===== src/tcb_defines.svh =====
`ifndef TCB_DEFINES_SVH
`define TCB_DEFINES_SVH

////////////////////////////////////////
// bus geometry
////////////////////////////////////////

// byte address width
`define TCB_AW 16
// data word width
`define TCB_DW 32
// one enable per data byte
`define TCB_BW (`TCB_DW/8)

////////////////////////////////////////
// subordinates and statistics
////////////////////////////////////////

// sram holds 2**8 = 256 words
`define TCB_MEM_AW 8
// gpio pin count
`define TCB_GPIO_W 8
// statistics counters, wrap on overflow
`define TCB_CNT_W 16

////////////////////////////////////////
// address map
////////////////////////////////////////

// adr[15] set selects gpio, clear selects sram
`define TCB_GPIO_BASE_BIT 15
// register offsets inside the gpio block, low 4 address bits
`define TCB_GPIO_OUT_OFS 4'h0
`define TCB_GPIO_IN_OFS 4'h4

`endif

===== src/tcb_pkg.sv =====
`include "tcb_defines.svh"

package tcb_pkg;

  ////////////////////////////////////////
  // bus field types
  ////////////////////////////////////////

  // byte address
  typedef logic [`TCB_AW-1:0] adr_t;
  // data word, both write and read direction
  typedef logic [`TCB_DW-1:0] dat_t;
  // byte enables
  typedef logic [`TCB_BW-1:0] ben_t;

  // gpio pin vector
  typedef logic [`TCB_GPIO_W-1:0] gpio_t;

  // monitor statistics counter
  typedef logic [`TCB_CNT_W-1:0] cnt_t;

  ////////////////////////////////////////
  // state encodings
  ////////////////////////////////////////

  // decoder target
  typedef enum logic {
    SEL_MEM,
    SEL_GPIO
  } sel_t;

  // gpio wait-state machine
  typedef enum logic {
    GPIO_IDLE,
    GPIO_ACK
  } gpio_st_t;

endpackage


===== src/tcb_mon.sv =====
`timescale 1ns/1ns

module tcb_mon (
  // clock and reset
  input  logic          bus,
  input  logic          rst,
  // observed manager port, all inputs
  input  logic          vld,
  input  logic          rdy,
  input  logic          wen,
  input  tcb_pkg::ben_t ben,
  input  tcb_pkg::adr_t adr,
  input  tcb_pkg::dat_t wdt,
  // statistics
  output tcb_pkg::cnt_t wr_cnt,
  output tcb_pkg::cnt_t rd_cnt,
  output tcb_pkg::cnt_t stall_cnt,
  // sticky protocol error
  output logic          err
);

  ////////////////////////////////////////
  // cycle classification
  ////////////////////////////////////////

  // transfer and stall in the current cycle
  logic trn;
  logic stall;

  assign trn   = vld & rdy;
  assign stall = vld & ~rdy;

  ////////////////////////////////////////
  // delayed request
  ////////////////////////////////////////

  // stalled in the previous cycle
  logic          dly_stall;
  // request fields from the previous cycle
  logic          dly_wen;
  tcb_pkg::ben_t dly_ben;
  tcb_pkg::adr_t dly_adr;
  tcb_pkg::dat_t dly_wdt;

  always_ff @(posedge bus) begin
    if (rst) begin
      dly_stall <= 1'b0;
    end else begin
      dly_stall <= stall;
    end
  end

  // fields only compared when dly_stall is set
  always_ff @(posedge bus) begin
    dly_wen <= wen;
    dly_ben <= ben;
    dly_adr <= adr;
    dly_wdt <= wdt;
  end

  ////////////////////////////////////////
  // protocol check
  ////////////////////////////////////////

  // stalled request must be held, dropping vld also counts
  logic chg_err;
  // read with no byte selected
  logic ben_err;

  assign chg_err = dly_stall & (~vld | (wen != dly_wen) | (ben != dly_ben) |
                                (adr != dly_adr) | (wdt != dly_wdt));
  assign ben_err = trn & ~wen & (ben == '0);

  // sticky until reset
  always_ff @(posedge bus) begin
    if (rst) begin
      err <= 1'b0;
    end else if (chg_err | ben_err) begin
      err <= 1'b1;
    end
  end

  ////////////////////////////////////////
  // statistics
  ////////////////////////////////////////

  // free running, wrap on overflow
  always_ff @(posedge bus) begin
    if (rst) begin
      wr_cnt    <= '0;
      rd_cnt    <= '0;
      stall_cnt <= '0;
    end else begin
      if (trn & wen)  wr_cnt    <= wr_cnt + 1'b1;
      if (trn & ~wen) rd_cnt    <= rd_cnt + 1'b1;
      if (stall)      stall_cnt <= stall_cnt + 1'b1;
    end
  end

endmodule


===== config.mk =====
export PLATFORM = sky130hd
export DESIGN_NAME = tcb_mon
export DESIGN_NICKNAME = d
export VERILOG_FILES = /design/src/tcb_pkg.sv /design/src/tcb_mon.sv
export VERILOG_INCLUDE_DIRS = /design/src
export SDC_FILE = /design/constraint.sdc
export NUM_CORES = 1
export LEC_CHECK = 0
export BUFFER_PORTS_ARGS = -buffer_cell sky130_fd_sc_hd__buf_4
export CAP_MARGIN = 20
export CORE_UTILIZATION = 35
export CTS_CLUSTER_SIZE = 8
export DETAILED_ROUTE_END_ITERATION = 7
export PLACE_DENSITY = 0.56
export SYNTH_ARGS = -nofsm -noshare
export SYNTH_HDL_FRONTEND = slang
export SYNTH_SLANG_ARGS = --single-unit

===== constraint.sdc =====
create_clock -name bus -period 2 [get_ports bus]
set_input_delay 0.4 -clock bus [delete_from_list [all_inputs] [get_ports bus]]
set_output_delay 0.4 -clock bus [all_outputs]
set_load 0.03 [all_outputs]

==> summary.txt <==
GRT
-------------------------------------------------------------------------------------------------
Wire length of the first global-routing pass                                             13.23 mm
Total congestion overflow                                                                       0
Maximum number of pins on one net before global-route repair                                   51
Combined global-route utilization of all metal layers                                      14.85%
Via count of the first global-routing pass                                                   2698
Initial antenna violation count                                                                 0

STA
-------------------------------------------------------------------------------------------------
Worst-margin pin slew                                                                    541.6 ps
Setup_tns                                                                                    0 ps
Count of final max-slew check failures                                                          0
Headroom to the max-slew limit                                                             63.89%
Final worst path period share                                                              84.29%
FMAX                                                                                    593.2 MHz
Final critical path time including I/O delays and setup                                   1686 ps
Final setup violation count                                                                     0
Clk_skew                                                                                 8.175 ps
RSZ-0062 raised after global routing                                                           no
Final Hold Viols                                                                                0

POWER
-------------------------------------------------------------------------------------------------
Power share of the sequential group                                                         60.3%
Internal power of the cells                                                              2.708 mW
Power density relative to cell area                                                  724.8 nW/um^2
Leakage                                                                                  2.046 nW
Power share of the clock group                                                              32.1%
Net switching fraction of the power                                                        23.90%
Max VDD drop                                                                            0.3836 mV
Net switching power                                                                     0.8503 mW
Portion of total power attributed to combinational logic                                     7.6%
Overall power of the completed layout                                                    3.558 mW

LOGIC SYNTHESIS
-------------------------------------------------------------------------------------------------
Synthesized netlist net count                                                                 433
Total number of yosys warnings                                                                  0
Avg Synthesized Cell Area                                                              10.32 um^2
Share of flip-flops with an asynchronous set or reset                                          0%
Dominant cells by area after synthesis                                               dfxtp_1 54%, xor2_1 14%, xnor2_1 6.1%
Seq/Total Area, Yosys                                                                      53.58%
Number of distinct library cell variants in the gate-level netlist after synthesis             35
Cell with the most instances after synthesis                                              dfxtp_1
Number of enable flip-flop cells after synthesis                                                0
Netlist area before placement                                                           3849 um^2
Proportion of netlist area held by the largest area contributor                            53.58%
Main flop type after synthesis                                                            dfxtp_1
Synth Instances                                                                               373
Yosys top cell by area                                                                    dfxtp_1
Synthesis-stage register bit count                                                            103
Most used standard cells in the synthesized netlist                                  103 x dfxtp_1, 60 x xor2_1, 51 x nor2_1, 27 x xnor2_1, 21 x nand3_1

CTS
-------------------------------------------------------------------------------------------------
Insertion delay to the later sink of the worst-skew pair                                   360 ps
Number of H-tree branching levels                                                               3
Number of clock buffers inserted by TritonCTS                                                   9
Post-cts sizing count                                                                           0
Post-CTS setup repair buffer count                                                              0
CTS max path bufs                                                                               2
Clock sink total                                                                              103
Clock tree from TritonCTS                                                                     yes
Clock Pin Slew Worst Setup and Hold Paths                                                  100 ps
Clock root buffer                                                                        clkbuf_8
Hold buffer count at CTS                                                                        0

FINAL LAYOUT
-------------------------------------------------------------------------------------------------
Share of post-route cells with drive strength above 1                                      26.24%
Total inserted antenna cells                                                                    0
Relative area change from synthesis to final layout                                        27.57%
Nets                                                                                          540
Area used by multi-input combinational logic                                            1702 um^2
Fill cell instance count of the final layout                                                 1001
Combined flip-flop and latch cell area                                                  2062 um^2

ROUTING
-------------------------------------------------------------------------------------------------
DR DRC count                                                                                    0
Routed Antenna Nets                                                                             0
Detailed router's first-iteration violation count                                              65
Number of iterations in the first detailed-routing pass                                         4
Drt total wl                                                                             8.037 mm
Per-cell via count in the routed design                                                     4.547
Routed WL per cell                                                                       12.96 um
Overall via count from detail_route                                                          2819

WORST SETUP PATH
-------------------------------------------------------------------------------------------------
Top Family by Delay on Critical Path                                                 simple AND/OR/NAND/NOR gates
Critical Path Fanout Max                                                                        1
Type of element launching the critical path                                             flip-flop
CP Data Arrival Time                                                                      1910 ps
Crit path kind                                                                            reg2reg
Largest stage delay on the critical path                                                   600 ps
Reg-to-reg setup timing slack                                                              310 ps
Critical-path cell list                                                              xnor2_1 -> nand4_1 -> or4_1 -> o41ai_2 -> a21oi_1
Highest-delay cell along the critical path                                                  or4_1
Req. time, crit path                                                                      2230 ps
Count of buffering cells on the critical path with inverters included                           0
Capturing element type of the critical path                                             flip-flop

FLOORPLANNING
-------------------------------------------------------------------------------------------------
Initial standard-cell utilization of the core                                              36.62%
Floorplan row count                                                                            37
Die height                                                                               106.9 um
Die area                                                                               11420 um^2
Horizontal extent of the die                                                             106.9 um
Area of the core                                                                       10510 um^2
Boundary pin count                                                                            106

FLOW RUN
-------------------------------------------------------------------------------------------------
Max-cap violation count                                                                         0

PLACE
-------------------------------------------------------------------------------------------------
Dpl hpwl                                                                                 5.921 mm
PortBufs                                                                                      105
Routability congestion estimate                                                            0.7157

STATUS
-------------------------------------------------------------------------------------------------
Outcome                                                                                 completed

MIN PATH
-------------------------------------------------------------------------------------------------
Class of the tightest hold or removal check                                                in2reg

metrics by stage:
stage / std cells / hold WS (ps) / util (%) / worst slack, ps / instance area, um^2
after global routing: 620 / 107.9 / 46.72 / 153.0 / 4910
after detailed placement: 605 / 466.8 / 45.18 / 96.30 / 4748
after global placement: 605 / 432.3 / 45.18 / 193.4 / 4748
after floorplan: 373 / 423.5 / - / 352.7 / 3849
after CTS: 620 / 115.1 / 46.72 / 272.8 / 4910
final: 620 / 148.3 / 46.72 / 314.2 / 4910
power groups by stage:
stage          clock network (mW)  registers (mW)  logic (mW)
3_3_place_gp                    0            2.19       0.270
5_1_grt                      1.30            2.15       0.301
3_5_place_dp                    0            2.19       0.275
6_report                     1.14            2.15       0.271
4_1_cts                      1.21            2.15       0.277
2_1_floorplan                   0            2.20       0.124
registers in the layout (all words and copies together) (netlist names):
signal	cells
rd_cnt	16
dly_stall	1
dly_ben	4
err	1
wr_cnt	16
dly_adr	16
stall_cnt	16
dly_wdt	32
dly_wen	1
worst paths after layout:
| path | start | endpoint | depth (start not counted) |
|---|---|---|---|
| hold reg to reg | dly_stall | err | 2 |
| setup reg to reg | dly_adr[14] | err | 5 |
| hold / removal | wdt[19] | dly_wdt[19] | 1 |
| setup / recovery | dly_adr[14] | err | 5 |
worst register-to-register path: cells and delay by family (launching register included):
kind            cells  cell delay, ps
flops               1             320
simple gates        2             730
xor+xnor            1             150
compound gates      2             340
cells in the final DEF (no fill, tap or decap), types with 2 or more instances in the layout:
master,n
and3_1,9
nor4_1,9
nor4_2,3
xnor2_1,27
inv_1,5
xor2_1,60
nand2_1,14
and4_1,3
nor2_1,51
buf_4,106
or3_1,3
nor3_1,2
dfxtp_1,103
nand2b_1,7
clkbuf_8,9
or4_1,2
o21ai_0,3
nand4_1,16
o2111a_1,2
clkinv_2,4
a21oi_1,7
mux2i_1,2
or2_0,2
ha_1,3
nand3_1,21
logic make-up after synthesis:
logic type,count (synthesis),synth area share [%]
buffers and inverters,15,2.211
AO/OA/AOI/OAI,17,3.186
XOR/XNOR,87,19.80
flip-flops,103,53.58
multiplexers,2,0.5202
adder cells (fa/ha/maj),3,0.9754
AND/OR/NAND/NOR,146,19.73
final cells by class:
type / instances / area share, %
Clock buffer: 9 / 2.523
Clock inverter: 6 / 0.7645
Timing Repair Buffer: 106 / 16.21
Inverter: 5 / 0.3823
Sequential cell: 103 / 42.00
Tap cell: 136 / 3.466
Multi-Input combinational cell: 255 / 34.66
routing by layer:
layer	part of all wire [%]	up-vias	track usage, %
met5	0	-	0
met2	43	68	22.49
li1	-	1468	-
met1	50	1273	19.77
met4	1.6	0	5.871
met3	4.9	10	4.377
Note: power is estimated with default switching activity, not from simulation.
