==> config.mk <==
export PLATFORM = sky130hd
export DESIGN_NAME = tcb_dec
export DESIGN_NICKNAME = d
export VERILOG_FILES = /design/src/tcb_pkg.sv /design/src/tcb_dec.sv
export VERILOG_INCLUDE_DIRS = /design/src
export SDC_FILE = /design/constraint.sdc
export NUM_CORES = 1
export LEC_CHECK = 0
export BUFFER_PORTS_ARGS = -buffer_cell sky130_fd_sc_hd__buf_2
export CAP_MARGIN = 0
export CORE_AREA = 3 3 51 53
export CTS_BUF_LIST = sky130_fd_sc_hd__clkbuf_2 sky130_fd_sc_hd__clkbuf_4 sky130_fd_sc_hd__clkbuf_8
export DETAILED_ROUTE_END_ITERATION = 7
export DIE_AREA = 0 0 54 56
export GPL_TIMING_DRIVEN = 0
export PLACE_DENSITY = 0.87
export RECOVER_POWER = 100
export SLEW_MARGIN = 20
export SYNTH_ARGS = -nofsm -noshare
export SYNTH_HDL_FRONTEND = slang
export SYNTH_SLANG_ARGS = --single-unit
==> constraint.sdc <==
create_clock -name bus -period 2.08 [get_ports bus]
set_input_delay 0.416 -clock bus [delete_from_list [all_inputs] [get_ports bus]]
set_output_delay 0.416 -clock bus [all_outputs]
set_load 0.03 [all_outputs]
==> src/tcb_defines.svh <==
`ifndef TCB_DEFINES_SVH
`define TCB_DEFINES_SVH

////////////////////////////////////////
// bus geometry
////////////////////////////////////////

// byte address width
`define TCB_AW 16
// data word width
`define TCB_DW 32
// one enable per data byte
`define TCB_BW (`TCB_DW/8)

////////////////////////////////////////
// subordinates and statistics
////////////////////////////////////////

// sram holds 2**8 = 256 words
`define TCB_MEM_AW 8
// gpio pin count
`define TCB_GPIO_W 8
// statistics counters, wrap on overflow
`define TCB_CNT_W 16

////////////////////////////////////////
// address map
////////////////////////////////////////

// adr[15] set selects gpio, clear selects sram
`define TCB_GPIO_BASE_BIT 15
// register offsets inside the gpio block, low 4 address bits
`define TCB_GPIO_OUT_OFS 4'h0
`define TCB_GPIO_IN_OFS 4'h4

`endif
==> src/tcb_pkg.sv <==
`include "tcb_defines.svh"

package tcb_pkg;

  ////////////////////////////////////////
  // bus field types
  ////////////////////////////////////////

  // byte address
  typedef logic [`TCB_AW-1:0] adr_t;
  // data word, both write and read direction
  typedef logic [`TCB_DW-1:0] dat_t;
  // byte enables
  typedef logic [`TCB_BW-1:0] ben_t;

  // gpio pin vector
  typedef logic [`TCB_GPIO_W-1:0] gpio_t;

  // monitor statistics counter
  typedef logic [`TCB_CNT_W-1:0] cnt_t;

  ////////////////////////////////////////
  // state encodings
  ////////////////////////////////////////

  // decoder target
  typedef enum logic {
    SEL_MEM,
    SEL_GPIO
  } sel_t;

  // gpio wait-state machine
  typedef enum logic {
    GPIO_IDLE,
    GPIO_ACK
  } gpio_st_t;

endpackage

==> src/tcb_dec.sv <==
`timescale 1ns/1ns
`include "tcb_defines.svh"

module tcb_dec (
  // clock and reset
  input  logic          bus,
  input  logic          rst,
  // manager request
  input  logic          vld,
  input  tcb_pkg::adr_t adr,
  // per subordinate valid
  output logic          mem_vld,
  output logic          gpio_vld,
  // response back to manager
  output logic          rdy,
  output tcb_pkg::dat_t rdt,
  // subordinate responses
  input  logic          mem_rdy,
  input  logic          gpio_rdy,
  input  tcb_pkg::dat_t mem_rdt,
  input  tcb_pkg::dat_t gpio_rdt
);

  ////////////////////////////////////////
  // request decode
  ////////////////////////////////////////

  // target of the current request
  tcb_pkg::sel_t sel;
  // target of the last transfer, picks delayed rdt
  tcb_pkg::sel_t rd_sel;
  // transfer strobe on the manager side
  logic          trn;

  // single address bit splits the map in two halves
  assign sel = adr[`TCB_GPIO_BASE_BIT] ? tcb_pkg::SEL_GPIO : tcb_pkg::SEL_MEM;

  // vld reaches only the addressed subordinate
  assign mem_vld  = vld & (sel == tcb_pkg::SEL_MEM);
  assign gpio_vld = vld & (sel == tcb_pkg::SEL_GPIO);

  // handshake comes straight back from the target, no extra cycle
  assign rdy = (sel == tcb_pkg::SEL_GPIO) ? gpio_rdy : mem_rdy;

  assign trn = vld & rdy;

  ////////////////////////////////////////
  // read data return
  ////////////////////////////////////////

  // remember the target at every transfer
  // only reads look at it in the next cycle
  always_ff @(posedge bus) begin
    if (rst) begin
      rd_sel <= tcb_pkg::SEL_MEM;
    end else if (trn) begin
      rd_sel <= sel;
    end
  end

  // read latency is 1, so the mux uses the registered target
  // the current request may already point elsewhere
  assign rdt = (rd_sel == tcb_pkg::SEL_GPIO) ? gpio_rdt : mem_rdt;

endmodule

==> reports/results.ini, run 1 <==
[yosys]
yosys_register_bits = 1
synth_cell_types = 10
ys.flop_type = dfxtp_1
yosysWarnings = 0
synth.top_cell.area_share = 0.732
synth.most_common_cell = mux2_4
synth.avg_cell_area_sq_um = 14.3
synthTopCellsByCount = mux2_4, buf_12, mux2_2
synth_top_area_cell = mux2_4
synth-edff-count = 0
syn_inst = 43
syn_nets = 128
netlist_area_sq_um = 616
yosys-top-cells-area = mux2_4, buf_12, mux2_2
synthArstFlopShare = 0
yosysSeqAreaShare = 0.0325

[detailed_routing]
routed_via_density = 4.35
drtPass1Iterations = 2
drtAntennaViolNets = 0
wl_mm = 2.30
drtIter0Drc = 13
dr_total_vias = 761
routedWlPerCell_um = 13.1
drc = 0

[die]
num_io_pins = 120
core_area_sq_um = 2190
fp.dieArea_sq_um = 3020
die_h_um = 56
start_util = 0.281
die_w_um = 54
num_rows = 17

[timing]
fmaxAchievable_mhz = 569
finalCriticalPeriod_ns = 1.76
rsz0062_at_grt = false
worst_pin_slew_ns = 0.408
timing.final.crit_share = 0.845
slew_headroom = 0.729
fin_skew_ns = 0
slew_viol_final = 0
final.setup.tns_ns = 0
final-setup-viol-count = 0
worst_slack_ns = 0.323
hold_viol = 0

[setup_path]
path_cells = buf_6 > clkbuf_2 > mux2_4 > clkbuf_1
cp.arrival_ns = 1.34
max_stage_delay_ns = 0.34
crit_family = buffers and inverters
cp.required_ns = 1.66
cp_max_fo = 10
cp-end-kind = primary output
path_class = flip-flop to primary output
crit_buf_inv = 3
crit_path_start_kind = flip-flop
crit_path_top_delay_cell = mux2_4

[run_status]
outcome = completed

[placement]
place_ws_ns = 0.546
dp_hpwl_mm = 2.11
gp_congestion = 0.643
io_buffers = 104

[grt]
antenna_found_initial = 0
grt_pass1_wl_mm = 3.32
track_usage = 0.137
grt_max_degree = 11
overflow = 0
first_global_vias = 777

[clock_network]
cts_setup_buffers = 0
cts-resized-gates = 0
clk_latency_ns = 0
cts_hold_buffers = 0
clk_pin_slew_ns = 0

[cells_and_area]
final_nets = 234
area_growth_pct = 78.0
top_regs = rd_sel: 1 flops
drive_gt1_frac = 0.755
largest_reg_flops = 1
largest-register = rd_sel
antenna_cells = 0

[min_path]
hold_path_class = input port to flip-flop

[power]
peakVddDrop_mv = 0.187
power_density_nw_per_um2 = 289
p_leak_nw = 0.585
totalPowerFinal_mw = 0.316

[run]
maxCapViolCount = 0

[routing by layer]
metal	routed length, um	GRT usage
met5	0	0
met2	1330	0.299
met4	14	0.0249
met1	664	0.121
met3	291	0.0161
[stage by stage]
stage	hold WS [ns]	cell area, sq um	utilization	std cells
4_1_cts	0.589	1170	0.535	175
3_3_place_gp	0.584	1170	0.535	175
5_1_grt	0.615	1100	0.500	175
6_report	0.588	1100	0.500	175
3_5_place_dp	0.589	1170	0.535	175
2_1_floorplan	0.485	616	-	43
[power breakdown]
part           switching, mW  total [mW]  internal (mW)
clock network              0           0              0
registers           0.000319      0.0206         0.0203
logic                  0.161       0.296          0.134
[final timing paths]
path	start	end	slack, ns	cells after the start
max	rd_sel	rdt[3]	0.32	4
min	rst	rd_sel	0.59	2
max reg2reg	rd_sel	rd_sel	1.13	3
min reg2reg	rd_sel	rd_sel	0.63	3
[cells in the final DEF (no fill, tap or decap)]
cell type | Yosys | layout
buf_6 | 1 | 1
mux2_2 | 3 | 3
and2_1 | 1 | 1
clkbuf_2 | 0 | 2
nor2_1 | 1 | 1
dfxtp_1 | 1 | 1
buf_2 | 0 | 73
a21oi_2 | 1 | 1
nor2b_1 | 1 | 1
clkbuf_1 | 0 | 31
buf_12 | 3 | 1
mux2_4 | 30 | 30
a2111oi_0 | 0 | 1
[layout make-up]
class / count / area (sq um)
Sequential cell: 1 / 20.0
Buffer: 4 / 41.3
Fill cell: 233 / 1090
Timing Repair Buffer: 104 / 482
Tap cell: 28 / 35.0
Multi-Input combinational cell: 38 / 518
[cell families after synthesis]
family | Yosys count | synth area share
simple gates | 3 | 0.0264
compound gates | 2 | 0.0386
mux | 33 | 0.787
buf+inv | 4 | 0.116
flops | 1 | 0.0325
Note: power is estimated with default switching activity, not from simulation.
==> run 2, diff against run 1 <==
- ABC_AREA: not set -> 1
- CORE_AREA: 3 3 51 53 -> 3 3 56 58
- DIE_AREA: 0 0 54 56 -> 0 0 59 61
- PLACE_DENSITY: 0.87 -> 0.76
- clock period: 2.08 -> 1.6 ns (I/O delays scaled with it)
==> reports/results.ini, run 2 <==
[clock_network]
cts-resized-gates = 0  ; unchanged
clk_pin_slew_ns = 0  ; unchanged
cts_setup_buffers = 0  ; unchanged
cts_hold_buffers = 0  ; unchanged
clk_latency_ns = 0  ; unchanged

[yosys]
synth.top_cell.area_share = 0.716  ; -0.0157
synth-edff-count = 0  ; unchanged
synth_cell_types = 10  ; unchanged
synth.most_common_cell = mux2_4
yosys_register_bits = 1  ; unchanged
synth.avg_cell_area_sq_um = 12.4  ; -13%
syn_inst = 49  ; +14%
syn_nets = 134  ; +4.7%
yosysWarnings = 0  ; unchanged
synthTopCellsByCount = mux2_4, nand2_1, buf_12, inv_1, mux2_2
yosys-top-cells-area = mux2_4, buf_12, mux2_2
ys.flop_type = dfxtp_1
netlist_area_sq_um = 608  ; -1.2%
yosysSeqAreaShare = 0.0329  ; +0.000401
synthArstFlopShare = 0  ; unchanged
synth_top_area_cell = mux2_4

[detailed_routing]
routedWlPerCell_um = 11.1  ; -16%
wl_mm = 2.04  ; -11%
dr_total_vias = 768  ; +0.92%
drtAntennaViolNets = 0  ; unchanged
drtIter0Drc = 6  ; -7
drc = 0  ; unchanged
routed_via_density = 4.17  ; -4.0%
drtPass1Iterations = 2  ; unchanged

[timing]
final.setup.tns_ns = 0  ; unchanged
slew_headroom = 0.750  ; +0.0208
slew_viol_final = 0  ; unchanged
finalCriticalPeriod_ns = 1.43
final-setup-viol-count = 0  ; unchanged
fin_skew_ns = 0  ; unchanged
rsz0062_at_grt = false
hold_slack_ns = 0.484  ; -0.104 ns
worst_pin_slew_ns = 0.377  ; -0.0314 ns
fmaxAchievable_mhz = 699
hold_viol = 0  ; unchanged
timing.final.crit_share = 0.894

[cells_and_area]
area_growth_pct = 89.1
drive_gt1_frac = 0.824  ; +0.0684
final_common_cell = buf_2
most-common-layout-cells = buf_2, mux2_4, clkbuf_2, clkbuf_1, nand2_1
top_regs = rd_sel: 1 flops
fillers = 286  ; +23%
largest_reg_flops = 1  ; unchanged
largest-register = rd_sel
antenna_cells = 0  ; unchanged
final_nets = 240  ; +2.6%

[setup_path]
cp-end-kind = primary output
cp.required_ns = 1.28  ; -0.38 ns
worstRegToRegCells = 4  ; +1
r2r_end = rd_sel
max_stage_delay_ns = 0.30  ; -0.04 ns
crit_path_top_delay_cell = dfxtp_1
timing.rr.start = rd_sel
r2r_slack_ns = 0.77  ; -0.36 ns
crit_path_start_kind = flip-flop
path_class = flip-flop to primary output
cp.arrival_ns = 1.11  ; -0.23 ns
cp_max_fo = 10  ; unchanged
path_cells = buf_6 > buf_12 > mux2_4 > buf_1

[die]
num_rows = 19  ; +2
die_h_um = 61  ; +8.9%
fp.dieArea_sq_um = 3600  ; +19%
start_util = 0.224  ; -0.0566
die_w_um = 59  ; +9.3%
core_area_sq_um = 2710  ; +24%
num_io_pins = 120  ; unchanged

[power]
power_density_nw_per_um2 = 393  ; +36%
peakVddDrop_mv = 0.209  ; +12%
p_leak_nw = 0.666  ; +14%

[placement]
gp_congestion = 0.610  ; -5.0%
io_buffers = 104  ; unchanged
dp_hpwl_mm = 1.97  ; -6.7%

[grt]
grt_max_degree = 11  ; unchanged
use_met2 = 0.175  ; -0.124
first_global_vias = 666  ; -14%
use_met3 = 0.0255  ; +0.00945
top_usage_layer = met2
overflow = 0  ; unchanged
grtUsageMet1 = 0.116  ; -0.00525
grt_pass1_wl_mm = 2.82  ; -15%
track_usage = 0.0943  ; -0.0429
antenna_found_initial = 0  ; unchanged

[run]
maxCapViolCount = 0  ; unchanged

[min_path]
hold_path.startpoint = rst
hold_depth = 2  ; unchanged
whs_endpoint = rd_sel
hold_path_class = input port to flip-flop

[run_status]
outcome = completed

-- run 2: cell count changes after synthesis --
cell	change
mux2_4	-1
a21oi_2	-1
inv_1	+3
a21oi_1	+1
and2_1	-1
nor2b_1	-1
a2111oi_2	-1
nand2_1	+6
nand3_1	+1
-- run 2: critical path, delay by kind of cell (launching register included) --
kind / cells / cell delay (ns)
buf+inv: 3 / 0.51
mux: 1 / 0.30
flops: 1 / 0.30
-- run 2: report_power, final --
group | switching, mW | leakage (nW) | internal [mW]
clock network | 0 | 0 | 0
logic | 0.225 | 0.657 | 0.200
registers | 0.000489 | 0.00819 | 0.0267
total | 0.225 | 0.666 | 0.227
-- run 2: logic make-up after synthesis --
kind of cell,count (synthesis),share of synthesized area
muxes,32,0.772
and+or+nand+nor,8,0.0514
buffers and inverters,7,0.136
AOI/OAI and AO/OA,1,0.00822
DFF,1,0.0329
-- run 2: per-layer routing --
layer	vias up	routed length (um)
met5	-	0
met4	0	0
met3	0	372
met2	68	1010
met1	317	649
li1	383	-
-- run 2: cell type report --
type                       count  area (sq um)  area share
timing repair buffer         104           503       0.437
buffer                         4          71.3      0.0620
tap                           31          38.8      0.0337
sequential                     1          20.0      0.0174
inverter                       3          11.3     0.00979
multi-input combinational     41           505       0.440
-- run 2: through the flow --
stage	power, mW	utilization	instances	area, sq um	setup WS (ns)
final	0.452	0.424	184	1150	0.169
after global routing	0.480	0.424	184	1150	0.131
after CTS	0.464	0.431	184	1170	0.191
after detailed placement	0.464	0.431	184	1170	0.192
after global placement	0.460	0.431	184	1170	0.192
after floorplan	0.316	-	49	608	0.352
-- run 2: how the worst max path moves through the flow --
stage | depth (start not counted) | from | to
after global placement | 4 | rd_sel | rdt[7]
after global routing | 4 | rd_sel | rdt[2]
final | 4 | rd_sel | rdt[8]
after floorplan | 3 | rd_sel | rdt[10]
after detailed placement | 4 | rd_sel | rdt[7]
after CTS | 4 | rd_sel | rdt[7]
