`src/tcb_defines.svh`:
```
`ifndef TCB_DEFINES_SVH
`define TCB_DEFINES_SVH

////////////////////////////////////////
// bus geometry
////////////////////////////////////////

// byte address width
`define TCB_AW 16
// data word width
`define TCB_DW 32
// one enable per data byte
`define TCB_BW (`TCB_DW/8)

////////////////////////////////////////
// subordinates and statistics
////////////////////////////////////////

// sram holds 2**8 = 256 words
`define TCB_MEM_AW 8
// gpio pin count
`define TCB_GPIO_W 8
// statistics counters, wrap on overflow
`define TCB_CNT_W 16

////////////////////////////////////////
// address map
////////////////////////////////////////

// adr[15] set selects gpio, clear selects sram
`define TCB_GPIO_BASE_BIT 15
// register offsets inside the gpio block, low 4 address bits
`define TCB_GPIO_OUT_OFS 4'h0
`define TCB_GPIO_IN_OFS 4'h4

`endif
```
`src/tcb_pkg.sv`:
```
`include "tcb_defines.svh"

package tcb_pkg;

  ////////////////////////////////////////
  // bus field types
  ////////////////////////////////////////

  // byte address
  typedef logic [`TCB_AW-1:0] adr_t;
  // data word, both write and read direction
  typedef logic [`TCB_DW-1:0] dat_t;
  // byte enables
  typedef logic [`TCB_BW-1:0] ben_t;

  // gpio pin vector
  typedef logic [`TCB_GPIO_W-1:0] gpio_t;

  // monitor statistics counter
  typedef logic [`TCB_CNT_W-1:0] cnt_t;

  ////////////////////////////////////////
  // state encodings
  ////////////////////////////////////////

  // decoder target
  typedef enum logic {
    SEL_MEM,
    SEL_GPIO
  } sel_t;

  // gpio wait-state machine
  typedef enum logic {
    GPIO_IDLE,
    GPIO_ACK
  } gpio_st_t;

endpackage

```
`src/tcb_gpio.sv`:
```
`timescale 1ns/1ns
`include "tcb_defines.svh"

module tcb_gpio (
  // clock and reset
  input  logic            bus,
  input  logic            rst,
  // request
  input  logic            vld,
  input  logic            wen,
  input  tcb_pkg::ben_t   ben,
  input  tcb_pkg::adr_t   adr,
  input  tcb_pkg::dat_t   wdt,
  // asynchronous pins
  input  tcb_pkg::gpio_t  gpio_in,
  // response
  output logic            rdy,
  output tcb_pkg::dat_t   rdt,
  // driven pins
  output tcb_pkg::gpio_t  gpio_out
);

  ////////////////////////////////////////
  // wait-state FSM
  ////////////////////////////////////////

  tcb_pkg::gpio_st_t st;
  tcb_pkg::gpio_st_t st_nxt;

  // first vld cycle stalls, second one acks
  // always back to idle after the ack, so back-to-back requests stall again
  always_comb begin
    st_nxt = st;
    case (st)
      tcb_pkg::GPIO_IDLE: if (vld) st_nxt = tcb_pkg::GPIO_ACK;
      tcb_pkg::GPIO_ACK:  st_nxt = tcb_pkg::GPIO_IDLE;
      default:            st_nxt = tcb_pkg::GPIO_IDLE;
    endcase
  end

  always_ff @(posedge bus) begin
    if (rst) begin
      st <= tcb_pkg::GPIO_IDLE;
    end else begin
      st <= st_nxt;
    end
  end

  assign rdy = (st == tcb_pkg::GPIO_ACK);

  ////////////////////////////////////////
  // registers
  ////////////////////////////////////////

  // transfer strobe
  logic           trn;
  // word aligned register offset
  logic [3:0]     ofs;
  // first synchronizer stage
  tcb_pkg::gpio_t in_meta;
  // second stage, this is the readable in register
  tcb_pkg::gpio_t in_q;

  assign trn = vld & rdy;
  assign ofs = {adr[3:2], 2'b00};

  // out register, only byte 0 of the write data counts
  always_ff @(posedge bus) begin
    if (rst) begin
      gpio_out <= '0;
    end else if (trn & wen & ben[0] & (ofs == `TCB_GPIO_OUT_OFS)) begin
      gpio_out <= wdt[`TCB_GPIO_W-1:0];
    end
  end

  // two flop synchronizer on the input pins
  always_ff @(posedge bus) begin
    in_meta <= gpio_in;
    in_q    <= in_meta;
  end

  // read data one cycle after the ack, zero extended
  // unmapped offsets read as zero
  always_ff @(posedge bus) begin
    if (trn & ~wen) begin
      case (ofs)
        `TCB_GPIO_OUT_OFS: rdt <= tcb_pkg::dat_t'(gpio_out);
        `TCB_GPIO_IN_OFS:  rdt <= tcb_pkg::dat_t'(in_q);
        default:           rdt <= '0;
      endcase
    end
  end

endmodule

```
`config.mk`:
```
export PLATFORM = sky130hd
export DESIGN_NAME = tcb_gpio
export DESIGN_NICKNAME = d
export VERILOG_FILES = /design/src/tcb_pkg.sv /design/src/tcb_gpio.sv
export VERILOG_INCLUDE_DIRS = /design/src
export SDC_FILE = /design/constraint.sdc
export NUM_CORES = 1
export LEC_CHECK = 0
export BUFFER_PORTS_ARGS = -buffer_cell sky130_fd_sc_hd__buf_2
export CORE_MARGIN = 4
export CORE_UTILIZATION = 41
export DETAILED_ROUTE_END_ITERATION = 10
export PLACE_DENSITY = 0.84
export REMOVE_ABC_BUFFERS = 1
export SKIP_LAST_GASP = 1
export SLEW_MARGIN = 20
export SYNTH_ARGS = -nofsm -noshare
export SYNTH_HDL_FRONTEND = slang
export SYNTH_SLANG_ARGS = --single-unit
```
`constraint.sdc`:
```
create_clock -name bus -period 2.17 [get_ports bus]
set_clock_uncertainty 0.15 [all_clocks]
set_input_delay 0.434 -clock bus [delete_from_list [all_inputs] [get_ports bus]]
set_output_delay 0.434 -clock bus [all_outputs]
set_load 0.05 [all_outputs]
```
==> results of run 1 <==
## area by class of cell
cell class,instances,area [µm²],area share
Clock buffer,7,45.04,0.03069
Clock inverter,1,3.754,0.002558
Multi-Input combinational cell,69,420.4,0.2864
Sequential cell,33,740.7,0.5047
Tap cell,44,55.05,0.03751
Timing Repair Buffer,40,202.7,0.1381
## per-layer routing
metal,global-route usage,vias to the layer above
met4,0.08895,0
met2,0.1729,48
li1,-,383
met3,0.06151,6
met1,0.1082,317
met5,0,-
## layout by cell type, fill, tap and decap left out
master     n
mux2i_1   16
nand2_1    2
dfxtp_1   25
buf_4      1
nor4_4     1
edfxtp_1   8
nand2b_1  16
buf_2     39
clkinv_1   1
clkbuf_4   5
nor2_1     9
clkbuf_1   2
conb_1    24
nor3b_1    1
## logic make-up after synthesis
logic type             synth area share
flip-flops                       0.5781
buffers and inverters            0.1611
AND/OR/NAND/NOR                  0.1328
multiplexers                     0.1250
other                          0.002927
## flip-flops by register name (all words and copies together) (netlist names)
name and flops:
gpio_out 8, in_meta 8, in_q 8, rdy 1, rdt 8
## report_power, final
group / switching [mW] / total, mW / internal (mW) / leakage (nW)
sequential: 0.00459 / 0.651 / 0.647 / 0.292
clock: 0.179 / 0.303 / 0.124 / 0.0269
combinational: 0.126 / 0.156 / 0.0300 / 0.374
## path summary, 6_finish.rpt
| path | from | endpoint | cells after the start |
|---|---|---|---|
| worst min register to register | in_meta[0] | in_q[0] | 0 |
| worst max-delay path | gpio_out[1] | gpio_out[1] | 1 |
| worst min-delay path | gpio_in[6] | in_meta[6] | 1 |
| worst max register to register | rdy | rdt[7] | 2 |
## metrics by stage
step                      total power, mW  utilization  area, µm²  worst slack [ns]
after floorplan                    0.7848            -       1161            0.3699
after global placement             0.8181       0.4686       1419            0.5390
after detailed placement           0.8214       0.4686       1419            0.4608
after CTS                           1.130       0.4847       1468            0.5924
after global routing                1.166       0.4847       1468            0.5539
final                               1.110       0.4847       1468            0.6305
==> flow_summary.json, run 1 <==
{
  "fin_tns_setup_ns": 0,
  "synth_edf_count": 8,
  "cpLargestDelayFamily": "flip-flops",
  "syn_to_final_growth_pct": 14.55,
  "wl_per_cell_um": 10.92,
  "r2r_slack_ns": 0.66,
  "postRouteAntennaNets": 0,
  "cp.arrival_ns": 0.96,
  "die_area_um2": 4083,
  "synth_seq_cells": 33,
  "fin_crit_ns": 1.540,
  "worst_slew_pin_slew_ns": 0.6844,
  "crit_fanout": 3,
  "critPathKind": "reg2out",
  "antenna_found_initial": 0,
  "numCtsBuffers": 5,
  "antenna-diode-count": 0,
  "fillers": 287,
  "wl_met3_um": 295,
  "maxSlewViolCount": 0,
  "ir_drop_v": 0.0003072,
  "drt_iter0_markers": 18,
  "hpwl_mm": 1.626,
  "critPathBufInv": 1,
  "worst_setup_path_start_kind": "register",
  "cts_num_sinks": 33,
  "rsz0062_at_grt": "false",
  "syn_area_per_cell_um2": 12.09,
  "async_flop_share": 0,
  "placed_cells": 186,
  "rows": 20,
  "drv_cap": 0,
  "finalNonFillerCells": 194,
  "htreeDepth": 2,
  "seq_area_frac_synth": 0.5781,
  "synth_area_leader_cell": "dfxtp_1",
  "cts_tree": "yes",
  "p_leak_nw": 0.6929,
  "postCtsHoldBufs": 0,
  "wl_met2_um": 961,
  "end_kind": "primary output",
  "syn_inst": 106,
  "finalWeightedCongestion": 0.6633,
  "vias": 754,
  "cts-root-buf": "clkbuf_4",
  "powerDensity_nw_per_um2": 756.1,
  "hold_violations": 0,
  "relSlewSlack": 0.5421,
  "grt_pass1_vias": 735,
  "cts_resized": 0,
  "portBuffers": 39,
  "synth.cell_area_um2": 1281,
  "track_usage": 0.1114,
  "period_share": 0.7095,
  "m1WireLength_um": 810,
  "grt-ovfl-total": 0,
  "grt_max_degree": 18,
  "clockBufferDepth": 2,
  "vias_per_cell": 3.887,
  "core-area_um2": 3028,
  "path_clk_slew_ns": 0.09,
  "clk_latency_ns": 0.31,
  "synthTopCellsByCount": "25 x dfxtp_1, 24 x buf_4, 16 x mux2i_1, 16 x nand2b_1, 9 x nor2_1",
  "wl_mm": 2.119,
  "synth_top_area_frac": 0.3906,
  "hold_path_class": "in2reg",
  "synth_warnings": 0,
  "status": "finished clean",
  "max_freq_mhz": 649.6,
  "start_util": 0.4231,
  "grt_pass1_wl_mm": 3.208,
  "synthTopCellsByArea": "dfxtp_1 39%, edfxtp_1 19%, buf_4 14%",
  "cts_setup_buffers": 0,
  "first_pass_iters": 2,
  "required_ns": 1.59,
  "max_stage_delay_ns": 0.36,
  "routed.top_layer": "met4",
  "holdWs_ns": 0.05593,
  "drt_drc_violations_left": 0,
  "synth_cell_types": 12,
  "finalSetupViolCount": 0,
  "die_h_um": 63.90,
  "fp.dieW_um": 63.90,
  "crit_chain": "buf_2",
  "boundaryPins": 105,
  "drive_gt1_frac": 0.3067,
  "yosysMostFrequentCell": "dfxtp_1",
  "crit_slowest_cell": "dfxtp_1",
  "synthFlopType": "dfxtp_1",
  "final_nets": 213
}
No activity file was read; power rests on OpenSTA's default activity.
==> inputs of run 2 (changes only) <==
--- a/config.mk
+++ b/config.mk
@@ -8,9 +8,9 @@
 export LEC_CHECK = 0
 export BUFFER_PORTS_ARGS = -buffer_cell sky130_fd_sc_hd__buf_2
 export CORE_MARGIN = 4
-export CORE_UTILIZATION = 41
+export CORE_UTILIZATION = 38
 export DETAILED_ROUTE_END_ITERATION = 10
-export PLACE_DENSITY = 0.84
+export PLACE_DENSITY = 0.79
 export REMOVE_ABC_BUFFERS = 1
 export SKIP_LAST_GASP = 1
 export SLEW_MARGIN = 20
==> constraint.sdc (replaced) <==
create_clock -name bus -period 1.61 [get_ports bus]
set_clock_uncertainty 0.15 [all_clocks]
set_input_delay 0.322 -clock bus [delete_from_list [all_inputs] [get_ports bus]]
set_output_delay 0.322 -clock bus [all_outputs]
set_load 0.05 [all_outputs]
==> flow_summary.json, run 2 (synthesis gave the netlist of run 1 again) <==
{
  "powerDensity_nw_per_um2": 961.1,
  "grt_pass1_wl_mm": 3.339,
  "cts_num_sinks": 33,
  "finalWeightedCongestion": 0.6645,
  "fin_util": 0.5052,
  "drive_gt1_frac": 0.3210,
  "stdcell_area_um2": 1580,
  "startpoint": "gpio_out[1]",
  "final_cell_mix": "39 x buf_2, 25 x dfxtp_1, 24 x conb_1, 16 x mux2i_1, 16 x nand2b_1",
  "crit_chain": "buf_2",
  "grt-ovfl-total": 0,
  "path_clk_slew_ns": 0.09,
  "fin_crit_ns": 1.439,
  "cp.arrival_ns": 0.97,
  "hold_path_class": "in2reg",
  "drv_cap": 0,
  "boundaryPins": 105,
  "place_area_um2": 1449,
  "drt_drc_violations_left": 0,
  "syn_to_final_growth_pct": 23.34,
  "p_leak_nw": 0.7519,
  "drt_iter0_markers": 42,
  "status": "finished clean",
  "worstHoldStart": "wdt[2]",
  "vias": 831,
  "final_common_cell": "buf_2",
  "htreeDepth": 2,
  "hold_violations": 0,
  "wl_mm": 2.210,
  "die_area_um2": 4365,
  "period_share": 0.8937,
  "placed_cells": 190,
  "first_pass_iters": 4,
  "finalPower_mw": 1.519,
  "fp.dieW_um": 66.07,
  "rows": 20,
  "postRouteAntennaNets": 0,
  "start_util": 0.4096,
  "fin_tns_setup_ns": 0,
  "cpLargestDelayFamily": "flip-flops",
  "clockBufferDepth": 2,
  "grt_pass1_vias": 779,
  "end_kind": "primary output",
  "max_freq_mhz": 695.0,
  "portBuffers": 39,
  "track_usage": 0.1057,
  "final_nets": 225,
  "wl_per_cell_um": 10.73,
  "antenna_found_initial": 0,
  "max_stage_delay_ns": 0.37,
  "grt_max_degree": 18,
  "critPathBufInv": 1,
  "critPathKind": "reg2out",
  "clk_latency_ns": 0.32,
  "antenna-diode-count": 0,
  "setup_ws_ns": 0.1711,
  "vias_per_cell": 4.034,
  "cts_tree": "yes",
  "holdWs_ns": 0.09576,
  "ir_drop_v": 0.0003123,
  "cts_resized": 0,
  "finalNonFillerCells": 206,
  "cts-root-buf": "clkbuf_4",
  "die_h_um": 66.07,
  "maxSlewViolCount": 0,
  "r2r_slack_ns": 0.29,
  "crit_fanout": 3,
  "hpwl_mm": 1.726,
  "worst_setup_path_start_kind": "register",
  "finalSetupViolCount": 0,
  "required_ns": 1.14,
  "crit_slowest_cell": "dfxtp_1",
  "numCtsBuffers": 5,
  "pre_cts_slack_ns": 0.2216,
  "rsz0062_at_grt": "false",
  "core-area_um2": 3128,
  "reg2reg_from": "rdy"
}
run 2: timing repair:
action	4_1_cts	5_1_grt
setup buffers	0	0
setup endpoints to repair	0	0
endpoints found under the hold margin	8	0
hold buffers	8	0
run 2: layer usage:
| layer | track usage | part of all wire | vias up |
|---|---|---|---|
| li1 | - | - | 404 |
| met1 | 0.1065 | 0.38 | 378 |
| met2 | 0.1777 | 0.48 | 44 |
| met3 | 0.04932 | 0.12 | 5 |
| met4 | 0.06091 | 0.023 | 0 |
| met5 | 0 | 0 | - |
run 2: path summary, 6_finish.rpt:
check                endpoint  depth (start not counted)
setup / recovery  gpio_out[1]                          1
hold / removal    gpio_out[2]                          3
setup reg to reg  gpio_out[6]                          4
hold reg to reg       in_q[5]                          0
run 2: tightest hold or removal path, delay by kind of cell:
family,cells,cell delay [ns]
buffers and inverters,1,0.09
muxes,1,0.06
and+or+nand+nor,1,0.05
run 2: layout make-up:
type                       instances  area (µm²)
clock buffer                       6       41.29
clock inverter                     2       10.01
fill                             293        1548
multi-input combinational         69       420.4
sequential                        33       740.7
tap                               44       55.05
timing repair buffer              52       312.8
run 2: power by group:
group,internal (mW),switching (mW),total (mW),leakage [nW]
combinational,0.0571,0.172,0.229,0.428
clock,0.166,0.246,0.411,0.0320
sequential,0.872,0.00663,0.878,0.292
total,1.09,0.424,1.52,0.752
==> inputs of run 3 (changes only) <==
--- a/config.mk
+++ b/config.mk
@@ -12,6 +12,7 @@
 export DETAILED_ROUTE_END_ITERATION = 10
 export PLACE_DENSITY = 0.79
 export REMOVE_ABC_BUFFERS = 1
+export SETUP_SLACK_MARGIN = 0.2
 export SKIP_LAST_GASP = 1
 export SLEW_MARGIN = 20
 export SYNTH_ARGS = -nofsm -noshare
==> flow_summary.json, run 3 (synthesis gave the netlist of run 1 again) <==
{
  "track_usage": 0.1064,
  "vias_per_cell": 4.053,
  "drv_cap": 0,
  "finalNonFillerCells": 206,
  "postRouteAntennaNets": 0,
  "grt-ovfl-total": 0,
  "status": "finished clean",
  "cp.arrival_ns": 0.91,
  "start_util": 0.4096,
  "hold_violations": 0,
  "wl_mm": 2.272,
  "die_area_um2": 4365,
  "critPathKind": "reg2out",
  "die_h_um": 66.07,
  "boundaryPins": 105,
  "max_stage_delay_ns": 0.41,
  "final_nets": 225,
  "hpwl_mm": 1.726,
  "finalSetupViolCount": 0,
  "clk_latency_ns": 0.33,
  "cts-root-buf": "clkbuf_4",
  "critPathBufInv": 1,
  "fin_util": 0.5328,
  "cts_setup_buffers": 0,
  "core-area_um2": 3128,
  "htreeDepth": 2,
  "period_share": 0.8585,
  "placed_cells": 190,
  "required_ns": 1.14,
  "grt_max_degree": 18,
  "crit_chain": "buf_6",
  "hold_path_class": "in2reg",
  "pre_cts_slack_ns": 0.2216,
  "maxSlewViolCount": 0,
  "path_clk_slew_ns": 0.09,
  "drive_gt1_frac": 0.3333,
  "max_freq_mhz": 723.5,
  "grt_pass1_wl_mm": 3.360,
  "cts_num_sinks": 33,
  "end_kind": "primary output",
  "rsz0062_at_grt": "true",
  "drt_drc_violations_left": 0,
  "drt_iter0_markers": 30,
  "syn_to_final_growth_pct": 30.08,
  "cpLargestDelayFamily": "flip-flops",
  "vias": 835,
  "finalPower_mw": 1.524,
  "crit_slowest_cell": "edfxtp_1",
  "setup_ws_ns": 0.2278,
  "final_cell_mix": "24 x conb_1, 23 x dfxtp_1, 22 x buf_2, 16 x mux2i_1, 16 x nand2b_1",
  "fp.dieW_um": 66.07,
  "rows": 20,
  "powerDensity_nw_per_um2": 914.2,
  "final_common_cell": "conb_1",
  "portBuffers": 39,
  "wl_per_cell_um": 11.03,
  "antenna_found_initial": 0,
  "grt_pass1_vias": 787,
  "first_pass_iters": 4,
  "antenna-diode-count": 0,
  "finalWeightedCongestion": 0.6645,
  "p_leak_nw": 0.7636,
  "fin_crit_ns": 1.382,
  "clockBufferDepth": 2,
  "numCtsBuffers": 5,
  "cts_tree": "yes",
  "worst_setup_path_start_kind": "register",
  "ir_drop_v": 0.0003141,
  "crit_fanout": 1
}
## run 3: cell counts in the layout (fill, tap and decap cells not counted)
Identical to the previous run, type by type.
## run 3: worst paths after layout
path                    from  depth (start not counted)     endpoint  slack (ns)
setup / recovery      rdt[5]                          1       rdt[5]        0.23
hold / removal        wdt[1]                          3  gpio_out[1]        0.09
setup reg to reg         rdy                          4  gpio_out[2]        0.36
hold reg to reg   in_meta[5]                          0      in_q[5]        0.18
## run 3: layout make-up
type,instances,area (µm²)
Timing Repair Buffer,52,396.6
Fill cell,267,1461
Clock buffer,6,41.29
Sequential cell,33,743.2
Tap cell,44,55.05
Multi-Input combinational cell,69,420.4
Clock inverter,2,10.01
## run 3: what timing repair did
item                       CTS  global route
hold buffers                 8             0
hold endpoints to repair     8             0
setup endpoints to repair   13            20
resized for setup           13            21
pin swaps                    0             1
## run 3: metrics by stage
step / area [µm²] / TNS (ns) / hold slack (ns)
floorplan: 1161 / -2.641 / 0.1596
global placement: 1449 / 0 / 0.1626
detailed placement: 1449 / 0 / 0.1628
CTS: 1613 / 0 / 0.08204
global route: 1667 / 0 / 0.06732
finish: 1667 / 0 / 0.08788
## run 3: report_power, final
| group | total, mW | switching [mW] | internal [mW] |
|---|---|---|---|
| sequential | 0.879 | 0.00708 | 0.872 |
| combinational | 0.233 | 0.173 | 0.0597 |
| clock | 0.412 | 0.246 | 0.166 |
## run 3: metal layers
layer	wire (µm)	share of wire	GRT usage
met4	51	0.022	0.06091
met3	278	0.12	0.05102
met5	0	0	0
met2	1140	0.50	0.1802
met1	802	0.35	0.1054
